**src/hdl/rasterTypes.sv**
```systemverilog
package rasterTypes;

	// one 16-bit framebuffer pixel, rgb565 packing
	typedef struct packed {
		logic [4:0] red;
		logic [5:0] green;
		logic [4:0] blue;
	} pixelRgb565;

	// screen coordinate, enough for 640x480
	typedef logic [9:0] screenCoord;

	// upper-left pixel of a tile
	typedef struct packed {
		screenCoord x;
		screenCoord y;
	} tileOrigin;

	// linear framebuffer address width
	parameter int fbAddrWidth = 20;

	// one framebuffer pixel write
	// addr is y * screenWidth + x
	typedef struct packed {
		logic valid;
		logic [fbAddrWidth-1:0] addr;
		pixelRgb565 pixel;
	} fbWrite;

endpackage

```
**src/hdl/configTypes.sv**
```systemverilog
package configTypes;

	// register select, one bit
	typedef logic cfgAddr;

	localparam cfgAddr addrFillColor = 1'b0;
	localparam cfgAddr addrMode = 1'b1;

	// value 3 falls back to solid
	typedef enum logic [1:0] {
		shadeSolid = 2'd0,
		shadeChecker = 2'd1,
		shadeGradient = 2'd2
	} shadeMode;

	// checkerLog picks square side 1, 2, 4 or 8 pixels
	typedef struct packed {
		logic [11:0] reserved;
		logic [1:0] checkerLog;
		shadeMode mode;
	} modeWord;

	// same write word, read as color or as mode by address
	typedef union packed {
		rasterTypes::pixelRgb565 color;
		modeWord mode;
	} cfgWord;

	typedef struct packed {
		logic strobe;
		cfgAddr addr;
		cfgWord data;
	} cfgWrite;

	typedef struct packed {
		rasterTypes::pixelRgb565 fillColor;
		modeWord shading;
	} renderSettings;

endpackage

```
**src/hdl/renderConfig.sv**
```systemverilog
`timescale 1ns/1ps

module renderConfig (
	input logic BOARD_CLK,
	input logic reset,
	input configTypes::cfgWrite cfgIn,
	input logic frameStart,
	output configTypes::renderSettings settings
);

	// written by the host at any time
	configTypes::renderSettings pending;

	// pending side, decoded by address
	always_ff @(posedge BOARD_CLK) begin
		if (reset) begin
			// fill black, solid, checkerLog 0
			pending <= '0;
		end else if (cfgIn.strobe) begin
			case (cfgIn.addr)
				configTypes::addrFillColor: begin
					pending.fillColor <= cfgIn.data.color;
				end
				configTypes::addrMode: begin
					pending.shading <= cfgIn.data.mode;
				end
				default: begin
					pending <= pending;
				end
			endcase
		end
	end

	// active side
	// only moves at frame start so a whole frame
	// renders with one set of values
	always_ff @(posedge BOARD_CLK) begin
		if (reset) begin
			settings <= '0;
		end else if (frameStart) begin
			settings <= pending;
		end
	end

endmodule

```
**src/hdl/tileScheduler.sv**
```systemverilog
`timescale 1ns/1ps

module tileScheduler #(
	parameter int screenWidth = 640,
	parameter int screenHeight = 480,
	parameter int tileDim = 8
) (
	input logic BOARD_CLK,
	input logic reset,
	input logic startFrame,
	output logic frameStart,
	output logic busy,
	output logic frameDone,
	output logic shadeStart,
	output rasterTypes::tileOrigin shadeOrigin,
	output logic shadeBuf,
	input logic shadeDone,
	output logic streamStart,
	output rasterTypes::tileOrigin streamOrigin,
	output logic streamBuf,
	input logic streamDone
);

	typedef enum logic [1:0] {
		idle,
		shade,
		overlap,
		drain
	} schedState;

	schedState state;

	// done events already seen in this overlap step
	logic shadeSeen;
	logic streamSeen;
	logic shadeOk;
	logic streamOk;
	logic handoff;
	logic rowEnd;
	logic lastTile;
	rasterTypes::tileOrigin nextOrigin;

	// done events may land in either order
	assign shadeOk = shadeSeen | shadeDone;
	assign streamOk = streamSeen | streamDone;

	// tile just shaded can go to the streamer
	assign handoff = (state == shade && shadeDone) ||
		(state == overlap && shadeOk && streamOk);

	assign rowEnd = (int'(shadeOrigin.x) + tileDim) == screenWidth;
	// bottom-right tile ends the frame
	assign lastTile = rowEnd && ((int'(shadeOrigin.y) + tileDim) == screenHeight);

	// raster order, left to right then down
	always_comb begin
		nextOrigin = shadeOrigin;
		if (rowEnd) begin
			nextOrigin.x = '0;
			nextOrigin.y = shadeOrigin.y + rasterTypes::screenCoord'(tileDim);
		end else begin
			nextOrigin.x = shadeOrigin.x + rasterTypes::screenCoord'(tileDim);
		end
	end

	always_ff @(posedge BOARD_CLK) begin
		if (reset) begin
			state <= idle;
			busy <= 1'b0;
			frameStart <= 1'b0;
			frameDone <= 1'b0;
			shadeStart <= 1'b0;
			streamStart <= 1'b0;
			shadeSeen <= 1'b0;
			streamSeen <= 1'b0;
			shadeOrigin <= '0;
			shadeBuf <= 1'b0;
			streamOrigin <= '0;
			streamBuf <= 1'b0;
		end else begin
			// strobes default low
			frameStart <= 1'b0;
			frameDone <= 1'b0;
			shadeStart <= 1'b0;
			streamStart <= 1'b0;
			// busy falls the cycle after frameDone
			if (frameDone) begin
				busy <= 1'b0;
			end
			case (state)
				idle: begin
					// starts while busy are dropped
					if (startFrame && !busy) begin
						busy <= 1'b1;
						frameStart <= 1'b1;
						shadeStart <= 1'b1;
						shadeOrigin <= '0;
						state <= shade;
					end
				end
				overlap: begin
					if (!handoff) begin
						shadeSeen <= shadeOk;
						streamSeen <= streamOk;
					end
				end
				drain: begin
					if (streamDone) begin
						frameDone <= 1'b1;
						state <= idle;
					end
				end
				default: begin
					// shade, first tile only, waits in handoff below
					state <= state;
				end
			endcase
			if (handoff) begin
				// streamer takes the finished half, shader flips
				streamStart <= 1'b1;
				streamOrigin <= shadeOrigin;
				streamBuf <= shadeBuf;
				shadeBuf <= ~shadeBuf;
				shadeSeen <= 1'b0;
				streamSeen <= 1'b0;
				if (lastTile) begin
					state <= drain;
				end else begin
					shadeOrigin <= nextOrigin;
					shadeStart <= 1'b1;
					state <= overlap;
				end
			end
		end
	end

endmodule

```
**src/hdl/tileShader.sv**
```systemverilog
`timescale 1ns/1ps

module tileShader #(
	parameter int tileDim = 8
) (
	input logic BOARD_CLK,
	input logic reset,
	input logic shadeStart,
	input rasterTypes::tileOrigin shadeOrigin,
	input logic shadeBuf,
	input configTypes::renderSettings settings,
	output logic shadeDone,
	output logic wrEn,
	output logic wrBuf,
	output logic [$clog2(tileDim*tileDim)-1:0] wrIndex,
	output rasterTypes::pixelRgb565 wrPixel
);

	localparam int coordWidth = $clog2(tileDim);
	localparam int idxWidth = $clog2(tileDim*tileDim);

	logic active;
	logic [coordWidth-1:0] col;
	logic [coordWidth-1:0] row;
	logic lastPixel;
	rasterTypes::tileOrigin origin;
	logic curBuf;
	rasterTypes::screenCoord x;
	rasterTypes::screenCoord y;
	rasterTypes::screenCoord checkerBits;
	rasterTypes::pixelRgb565 fill;

	assign lastPixel = (col == coordWidth'(tileDim - 1)) && (row == coordWidth'(tileDim - 1));

	// one pixel per cycle, row-major
	always_ff @(posedge BOARD_CLK) begin
		if (reset) begin
			active <= 1'b0;
			col <= '0;
			row <= '0;
		end else if (shadeStart) begin
			active <= 1'b1;
			col <= '0;
			row <= '0;
		end else if (active) begin
			if (col == coordWidth'(tileDim - 1)) begin
				col <= '0;
				row <= row + 1'b1;
				if (lastPixel) begin
					active <= 1'b0;
				end
			end else begin
				col <= col + 1'b1;
			end
		end
	end

	// tile position and target half, held for the whole tile
	always_ff @(posedge BOARD_CLK) begin
		if (shadeStart) begin
			origin <= shadeOrigin;
			curBuf <= shadeBuf;
		end
	end

	// screen position of the current pixel
	assign x = origin.x + rasterTypes::screenCoord'(col);
	assign y = origin.y + rasterTypes::screenCoord'(row);
	assign checkerBits = x ^ y;
	assign fill = settings.fillColor;

	always_comb begin
		case (settings.shading.mode)
			configTypes::shadeChecker: begin
				// odd squares get the inverted color
				wrPixel = checkerBits[settings.shading.checkerLog] ? ~fill : fill;
			end
			configTypes::shadeGradient: begin
				wrPixel.red = x[4:0];
				wrPixel.green = y[5:0];
				wrPixel.blue = fill.blue;
			end
			default: begin
				// solid, also mode 3
				wrPixel = fill;
			end
		endcase
	end

	assign wrEn = active;
	assign wrBuf = curBuf;
	assign wrIndex = idxWidth'(int'(row) * tileDim + int'(col));
	// high with the last write
	assign shadeDone = active && lastPixel;

endmodule

```
**src/hdl/tileBufferPair.sv**
```systemverilog
`timescale 1ns/1ps

module tileBufferPair #(
	parameter int tileDim = 8
) (
	input logic BOARD_CLK,
	input logic wrEn,
	input logic wrBuf,
	input logic [$clog2(tileDim*tileDim)-1:0] wrIndex,
	input rasterTypes::pixelRgb565 wrPixel,
	input logic rdBuf,
	input logic [$clog2(tileDim*tileDim)-1:0] rdIndex,
	output rasterTypes::pixelRgb565 rdPixel
);

	localparam int depth = tileDim * tileDim;

	// two tile halves
	// shader fills one while streamer drains the other
	rasterTypes::pixelRgb565 tileMem [2][depth];

	// write port, shader side
	always_ff @(posedge BOARD_CLK) begin
		if (wrEn) begin
			tileMem[wrBuf][wrIndex] <= wrPixel;
		end
	end

	// read port, one cycle latency
	// data is valid the cycle after rdIndex
	always_ff @(posedge BOARD_CLK) begin
		rdPixel <= tileMem[rdBuf][rdIndex];
	end

endmodule

```
**src/hdl/tileStreamer.sv**
```systemverilog
`timescale 1ns/1ps

module tileStreamer #(
	parameter int screenWidth = 640,
	parameter int tileDim = 8
) (
	input logic BOARD_CLK,
	input logic reset,
	input logic streamStart,
	input rasterTypes::tileOrigin streamOrigin,
	input logic streamBuf,
	output logic rdBuf,
	output logic [$clog2(tileDim*tileDim)-1:0] rdIndex,
	input rasterTypes::pixelRgb565 rdPixel,
	output rasterTypes::fbWrite fbOut,
	output logic streamDone
);

	localparam int coordWidth = $clog2(tileDim);
	localparam int idxWidth = $clog2(tileDim*tileDim);
	localparam int addrWidth = rasterTypes::fbAddrWidth;

	logic active;
	logic [coordWidth-1:0] col;
	logic [coordWidth-1:0] row;
	logic lastPixel;
	rasterTypes::tileOrigin origin;
	logic curBuf;
	// read stage delayed to line up with rdPixel
	logic validD;
	logic lastD;
	rasterTypes::screenCoord xD;
	rasterTypes::screenCoord yD;

	assign lastPixel = (col == coordWidth'(tileDim - 1)) && (row == coordWidth'(tileDim - 1));

	always_ff @(posedge BOARD_CLK) begin
		if (reset) begin
			active <= 1'b0;
			col <= '0;
			row <= '0;
			validD <= 1'b0;
			lastD <= 1'b0;
		end else begin
			validD <= active;
			lastD <= active && lastPixel;
			if (streamStart) begin
				active <= 1'b1;
				col <= '0;
				row <= '0;
			end else if (active) begin
				if (col == coordWidth'(tileDim - 1)) begin
					col <= '0;
					row <= row + 1'b1;
					active <= !lastPixel;
				end else begin
					col <= col + 1'b1;
				end
			end
		end
	end

	// tile position, plus coordinates one cycle behind the read
	always_ff @(posedge BOARD_CLK) begin
		if (streamStart) begin
			origin <= streamOrigin;
			curBuf <= streamBuf;
		end
		xD <= origin.x + rasterTypes::screenCoord'(col);
		yD <= origin.y + rasterTypes::screenCoord'(row);
	end

	assign rdBuf = curBuf;
	assign rdIndex = idxWidth'(int'(row) * tileDim + int'(col));

	// linear address y * width + x
	assign fbOut.valid = validD;
	assign fbOut.addr = addrWidth'(int'(yD) * screenWidth + int'(xD));
	assign fbOut.pixel = rdPixel;
	// same cycle as the last strobe
	assign streamDone = lastD;

endmodule

```
**src/hdl/tileRenderer.sv**
```systemverilog
`timescale 1ns/1ps

module tileRenderer #(
	parameter int screenWidth = 640,
	parameter int screenHeight = 480,
	parameter int tileDim = 8
) (
	input logic BOARD_CLK,
	input logic reset,
	input configTypes::cfgWrite cfgIn,
	input logic startFrame,
	output rasterTypes::fbWrite fbOut,
	output logic frameDone,
	output logic busy
);

	localparam int idxWidth = $clog2(tileDim*tileDim);

	// frame control
	logic frameStart;
	configTypes::renderSettings settings;

	// scheduler to shader
	logic shadeStart;
	rasterTypes::tileOrigin shadeOrigin;
	logic shadeBuf;
	logic shadeDone;

	// scheduler to streamer
	logic streamStart;
	rasterTypes::tileOrigin streamOrigin;
	logic streamBuf;
	logic streamDone;

	// tile buffer ports
	logic wrEn;
	logic wrBuf;
	logic [idxWidth-1:0] wrIndex;
	rasterTypes::pixelRgb565 wrPixel;
	logic rdBuf;
	logic [idxWidth-1:0] rdIndex;
	rasterTypes::pixelRgb565 rdPixel;

	renderConfig config0 (
		.BOARD_CLK(BOARD_CLK),
		.reset(reset),
		.cfgIn(cfgIn),
		.frameStart(frameStart),
		.settings(settings)
	);

	tileScheduler #(
		.screenWidth(screenWidth),
		.screenHeight(screenHeight),
		.tileDim(tileDim)
	) scheduler (
		.BOARD_CLK(BOARD_CLK),
		.reset(reset),
		.startFrame(startFrame),
		.frameStart(frameStart),
		.busy(busy),
		.frameDone(frameDone),
		.shadeStart(shadeStart),
		.shadeOrigin(shadeOrigin),
		.shadeBuf(shadeBuf),
		.shadeDone(shadeDone),
		.streamStart(streamStart),
		.streamOrigin(streamOrigin),
		.streamBuf(streamBuf),
		.streamDone(streamDone)
	);

	tileShader #(.tileDim(tileDim)) shader (
		.BOARD_CLK(BOARD_CLK),
		.reset(reset),
		.shadeStart(shadeStart),
		.shadeOrigin(shadeOrigin),
		.shadeBuf(shadeBuf),
		.settings(settings),
		.shadeDone(shadeDone),
		.wrEn(wrEn),
		.wrBuf(wrBuf),
		.wrIndex(wrIndex),
		.wrPixel(wrPixel)
	);

	// ping-pong halves
	tileBufferPair #(.tileDim(tileDim)) buffers (
		.BOARD_CLK(BOARD_CLK),
		.wrEn(wrEn),
		.wrBuf(wrBuf),
		.wrIndex(wrIndex),
		.wrPixel(wrPixel),
		.rdBuf(rdBuf),
		.rdIndex(rdIndex),
		.rdPixel(rdPixel)
	);

	tileStreamer #(
		.screenWidth(screenWidth),
		.tileDim(tileDim)
	) streamer (
		.BOARD_CLK(BOARD_CLK),
		.reset(reset),
		.streamStart(streamStart),
		.streamOrigin(streamOrigin),
		.streamBuf(streamBuf),
		.rdBuf(rdBuf),
		.rdIndex(rdIndex),
		.rdPixel(rdPixel),
		.fbOut(fbOut),
		.streamDone(streamDone)
	);

endmodule

```
**config.mk**
```make
export PLATFORM = sky130hd
export DESIGN_NAME = tileRenderer
export DESIGN_NICKNAME = d
export VERILOG_FILES = /design/src/hdl/rasterTypes.sv /design/src/hdl/configTypes.sv /design/src/hdl/renderConfig.sv /design/src/hdl/tileScheduler.sv /design/src/hdl/tileShader.sv /design/src/hdl/tileBufferPair.sv /design/src/hdl/tileStreamer.sv /design/src/hdl/tileRenderer.sv
export SDC_FILE = /design/constraint.sdc
export NUM_CORES = 2
export LEC_CHECK = 0
export ABC_CLOCK_PERIOD_IN_PS = 11550
export BUFFER_PORTS_ARGS = -buffer_cell sky130_fd_sc_hd__buf_2
export CORE_MARGIN = 4
export CORE_UTILIZATION = 40
export CTS_CLUSTER_SIZE = 25
export DETAILED_ROUTE_END_ITERATION = 8
export HOLD_SLACK_MARGIN = 0.08
export PLACE_DENSITY = 0.61
export SETUP_SLACK_MARGIN = 0.1
export SYNTH_ARGS = -nofsm -noshare
export SYNTH_HDL_FRONTEND = slang
export SYNTH_HIERARCHICAL = 1
export SYNTH_SLANG_ARGS = --single-unit
```
**constraint.sdc**
```tcl
create_clock -name BOARD_CLK -period 11.55 [get_ports BOARD_CLK]
set_input_delay 0.5775 -clock BOARD_CLK [delete_from_list [all_inputs] [get_ports BOARD_CLK]]
set_output_delay 0.5775 -clock BOARD_CLK [all_outputs]
set_load 0.01 [all_outputs]
```
-- After elaboration in Yosys (flattened, before gate mapping)
Memories as Yosys holds them, arrays and structs flattened. A register that Yosys moved wholly into a read port is not among the register bits.
Index checks and enable logic that the tools add are counted.
- latch bits: 0
- bits in registers: 176
- word-level logic and storage cells: 152
- memories: 1
- bits in read-only memories: 0
- memory bits (writable): 2048
- memory list (name ; depth ; bits a word ; read ports ; clocked after memory_dff ; write ports ; line ; source):
    buffers.tileMem ; 2 ; 1024 ; 1 ; 1 ; 1 ; tileBufferPair.sv:20 ; rasterTypes::pixelRgb565 tileMem [2][depth];
- divide/modulo/power cells: 0
- reduce and logical (&&, ||, !) cells: 24
- shifts and indexed selects: 0
- $mul: 1
- bitwise gates (word level): 9
- muxes and demuxes: 41
- equal/unequal tests: 14
- order comparisons: 4
- add/subtract/negate cells: 15
- operators by type and width (kind ; number):
    $mux W1024 ; 1
    $bmux W16 S6 ; 1
    $demux W16 S6 ; 1
    $mux W20 ; 4
    $mux W16 ; 4
    $eq A32 B10 Y1 const B ; 1
    $eq A32 B11 Y1 const B ; 1
    $pmux W16 S2 ; 1
    $add A10 B4 Y11 const B ; 2
    $add A10 B3 Y10 ; 2
    $add A10 B4 Y10 const B ; 2
    $add A20 B11 Y20 ; 1
    $mux W1 ; 20
    $mux W10 ; 2
    $add A6 B3 Y6 ; 3
    $not A16 Y16 ; 1
    $ge A7 B7 Y1 const B ; 2
    $not A6 Y7 ; 2
    $mul A10 B3 Y13 const B ; 1
    $add A3 B1 Y3 const B ; 4
    $eq A3 B3 Y1 const B ; 4
    $logic_and A1 B1 Y1 ; 10
    $reduce_and A2 Y1 ; 4
    $reduce_or A2 Y1 ; 4
    other kinds (19) ; 30

-- Logic depth before layout (Yosys ltp)
- depth in word-level cells: 9
- gate-level depth with buffers: 11
- gate-level depth less buffers: 10

-- Hierarchy
Netlist, hierarchy kept.
- by module, submodules not included (module ; seq. area each (µm²) ; area each (µm²) ; cells each ; times used):
    tileBufferPair ; 61819.3 ; 78540.3 ; 3091 ; 1
    tileStreamer ; 1211.2 ; 2698.8 ; 247 ; 1
    renderConfig ; 1281.2 ; 2547.4 ; 228 ; 1
    tileScheduler ; 1021.0 ; 2215.9 ; 265 ; 1
    tileShader ; 500.5 ; 1619.1 ; 180 ; 1

-- Worst setup path before layout
OpenSTA, ideal clock, no wires.
- path type: register to register
- start: register shader.row[1]
- end: memory buffers/tileMem[0][1002] (netlist bit) (data pin)
- data arrival time: 7.284 ns
- path buffers: 1
- cell stages (with the launch flop): 9
- library setup time: 1.235 ns
- data required time: 10.315 ns
- setup slack: 3.031 ns
- clock period less this slack: 8.519 ns
- path through: dfxtp_1 ha_1 a211o_1 a21o_1 a2111o_1 nand3_1 nand2_1 buf_2 o311ai_1
- RTL lines (element ; line ; source):
    start, declared ; tileShader.sv:24 ; logic [coordWidth-1:0] row;
    start signal, assigned ; tileShader.sv:48 ; row <= row + 1'b1;
    end, declared ; tileBufferPair.sv:20 ;

==> results.yml <==
setup_path:
  criticalPathCategory: "reg -> reg"
  cp-end-kind: "flop"
  crit_arrival_ns: 5.50
  start_kind: "flop"
  cp_data_required_time_ns: 12.06
  cp_max_fo: 88
die:
  initial_utilization_pct: 40.3
  row_count: 170
  io_pins: 60
  die_h_um: 474
  die_area_um2: 224000
  die_width_um: 474
  core_um2: 215000
layout:
  drive_above_1_share_pct: 31.9
  multi_input_area_um2: 20900
  layout_common_cells: "edfxtp_1, mux4_2, clkbuf_16"
  num-fill-cells: 17700
  area_growth_pct: 14.0
  regArea_um2: 65400
  fin_util_pct: 45.9
  nNetsFinal: 4208
  final_common_cell: "edfxtp_1"
route:
  viasPerCell: 5.77
  drcViolationCount: 0
  vias: 41400
  wl_um: 217000
  drt_first_iter_violations: 4936
  avgRoutedWirePerCell_um: 30.3
  drt_first_pass_iters: 5
  drtAntennaViolNets: 0
yosys:
  yosysWarnings: 6
  syn_inst: 3937
  syn_avg_cell_area_um2: 22.0
  synthesis.nets: 4007
  syn_area_um2: 86800
outcome:
  status: "completed"
timing:
  hold_viol: 0
  rsz0062_at_grt: "false"
  fmax_mhz: 201
  finalCritPeriodShare_pct: 43.2
  slew_violations: 0
  tightest_slew_ns: 1.31
  setup_viol: 0
  finalCriticalPeriod_ns: 4.98
  fin_setup_tns_ns: 0
  slew-limit-headroom_pct: 12.7
  fin_skew_ns: 0.0701
cts:
  cts_resized: 0
  clk_latency_ns: 0.89
  htreeDepth: 4
  clkSinkCount: 2224
  cts_buffer_depth: 3
  cts_tree: "done"
  cts_buffers: 217
  path_clk_slew_ns: 0.07
  cts-root-buf: "clkbuf_16"
power:
  irDropWorstVdd_mv: 0.141
  p_leak_uw: 0.0305
  pwr-share-comb_pct: 0.8
  p_per_area_nw_per_um2: 163
  p_clk_share_pct: 44.9
  p_int_uw: 12800
  share_seq_of_total_power_pct: 54.3
  p_switching_uw: 3240
  netSwitchingFraction_pct: 20.2
placement:
  numPortBuffers: 59
  dpl.hpwl_um: 120000
  routabilityCongestion: 0.790
global_routing:
  overflow: 0
  grt_max_degree: 150
  grt.total_usage_pct: 19.4
  grt_pass1_wl_um: 311000
  antenna_found_initial: 14
  grt_pass1_vias: 41600
worst_hold_path:
  min_path_type: "in -> reg"
flow_run:
  max-cap-violations: 0
[path summary, 6_finish.rpt]
kind	start	end	slack (ns)	cells after the start
setup / recovery	shader/row[0]$_SDFFE_PP0P_	buffers/tileMem[0][615]$_DFFE_PP_	6.57	10
hold / removal	reset	scheduler/busy$_SDFF_PP0_	0.15	2
setup reg to reg	shader/row[0]$_SDFFE_PP0P_	buffers/tileMem[0][615]$_DFFE_PP_	6.57	10
hold reg to reg	scheduler/streamOrigin[4]$_SDFFE_PP0N_	streamer/origin[4]$_DFFE_PP_	0.42	0
[final cells by class]
| type | instances | area share, % |
|---|---|---|
| clock buffers | 283 | 5.85 |
| repair buffers | 218 | 1.65 |
| diodes | 3 | 0.00759 |
| well taps | 2838 | 3.59 |
| inverters | 32 | 0.121 |
| clock inverters | 129 | 1.52 |
| multi-input cells | 1445 | 21.2 |
| flip-flops and latches | 2224 | 66.1 |
[power by group through the flow]
stage / sequential, µW / combinational, µW / clock [µW]
floorplan: 8900 / 73.8 / 0
global placement: 8910 / 114 / 0
detailed placement: 8910 / 117 / 0
CTS: 8730 / 124 / 7320
global route: 8730 / 132 / 7660
finish: 8730 / 123 / 7220
[repair_timing]
item | in CTS | in global routing
buffers inserted | 0 | 0
hold buffers | 25 | 0
endpoints found under the hold margin | 20 | 0
[critical path, stage by stage, from the launching register on]
cell	delay, ns
dfxtp_1	0.50
ha_1	0.24
inv_1	0.06
fa_1	0.39
xnor2_1	0.25
xor2_1	0.10
a21boi_0	0.24
and3_1	0.71
o22ai_1	0.22
a21oi_4	0.95
buf_4	0.79
[metrics by stage]
step | power, µW | std cells | setup WS (ns) | instance area, µm² | hold WS, ns
6_report | 16100 | 7172 | 6.57 | 98900 | 0.150
5_1_grt | 16500 | 7169 | 6.29 | 98900 | 0.148
4_1_cts | 16200 | 7169 | 6.62 | 98900 | 0.0847
3_5_place_dp | 9020 | 6732 | 6.59 | 91300 | 0.416
3_3_place_gp | 9020 | 6732 | 6.64 | 91300 | 0.417
2_1_floorplan | 8980 | 3937 | 3.03 | 86800 | 0.403
[state kept, by name, indices dropped and copies added, names as in the netlist, 2 cells and up]
name	count
buffers/rdPixel	16
config0/pending	20
streamer/col	3
streamer/origin	20
scheduler/state	2
scheduler/shadeOrigin	20
streamer/yD	10
shader/col	3
streamer/row	3
streamer/xD	10
shader/origin	11
scheduler/streamOrigin	20
config0/settings	20
buffers/tileMem	2048
shader/row	3
[per-layer routing]
layer	share of wire, %	global-route usage [%]	wire length (µm)
met1	43	28.1	92500
met2	48	30.5	104000
met3	7.2	3.58	15700
met4	2.2	4.74	4880
met5	0.015	0	33
No activity file was read; power rests on OpenSTA's default activity.
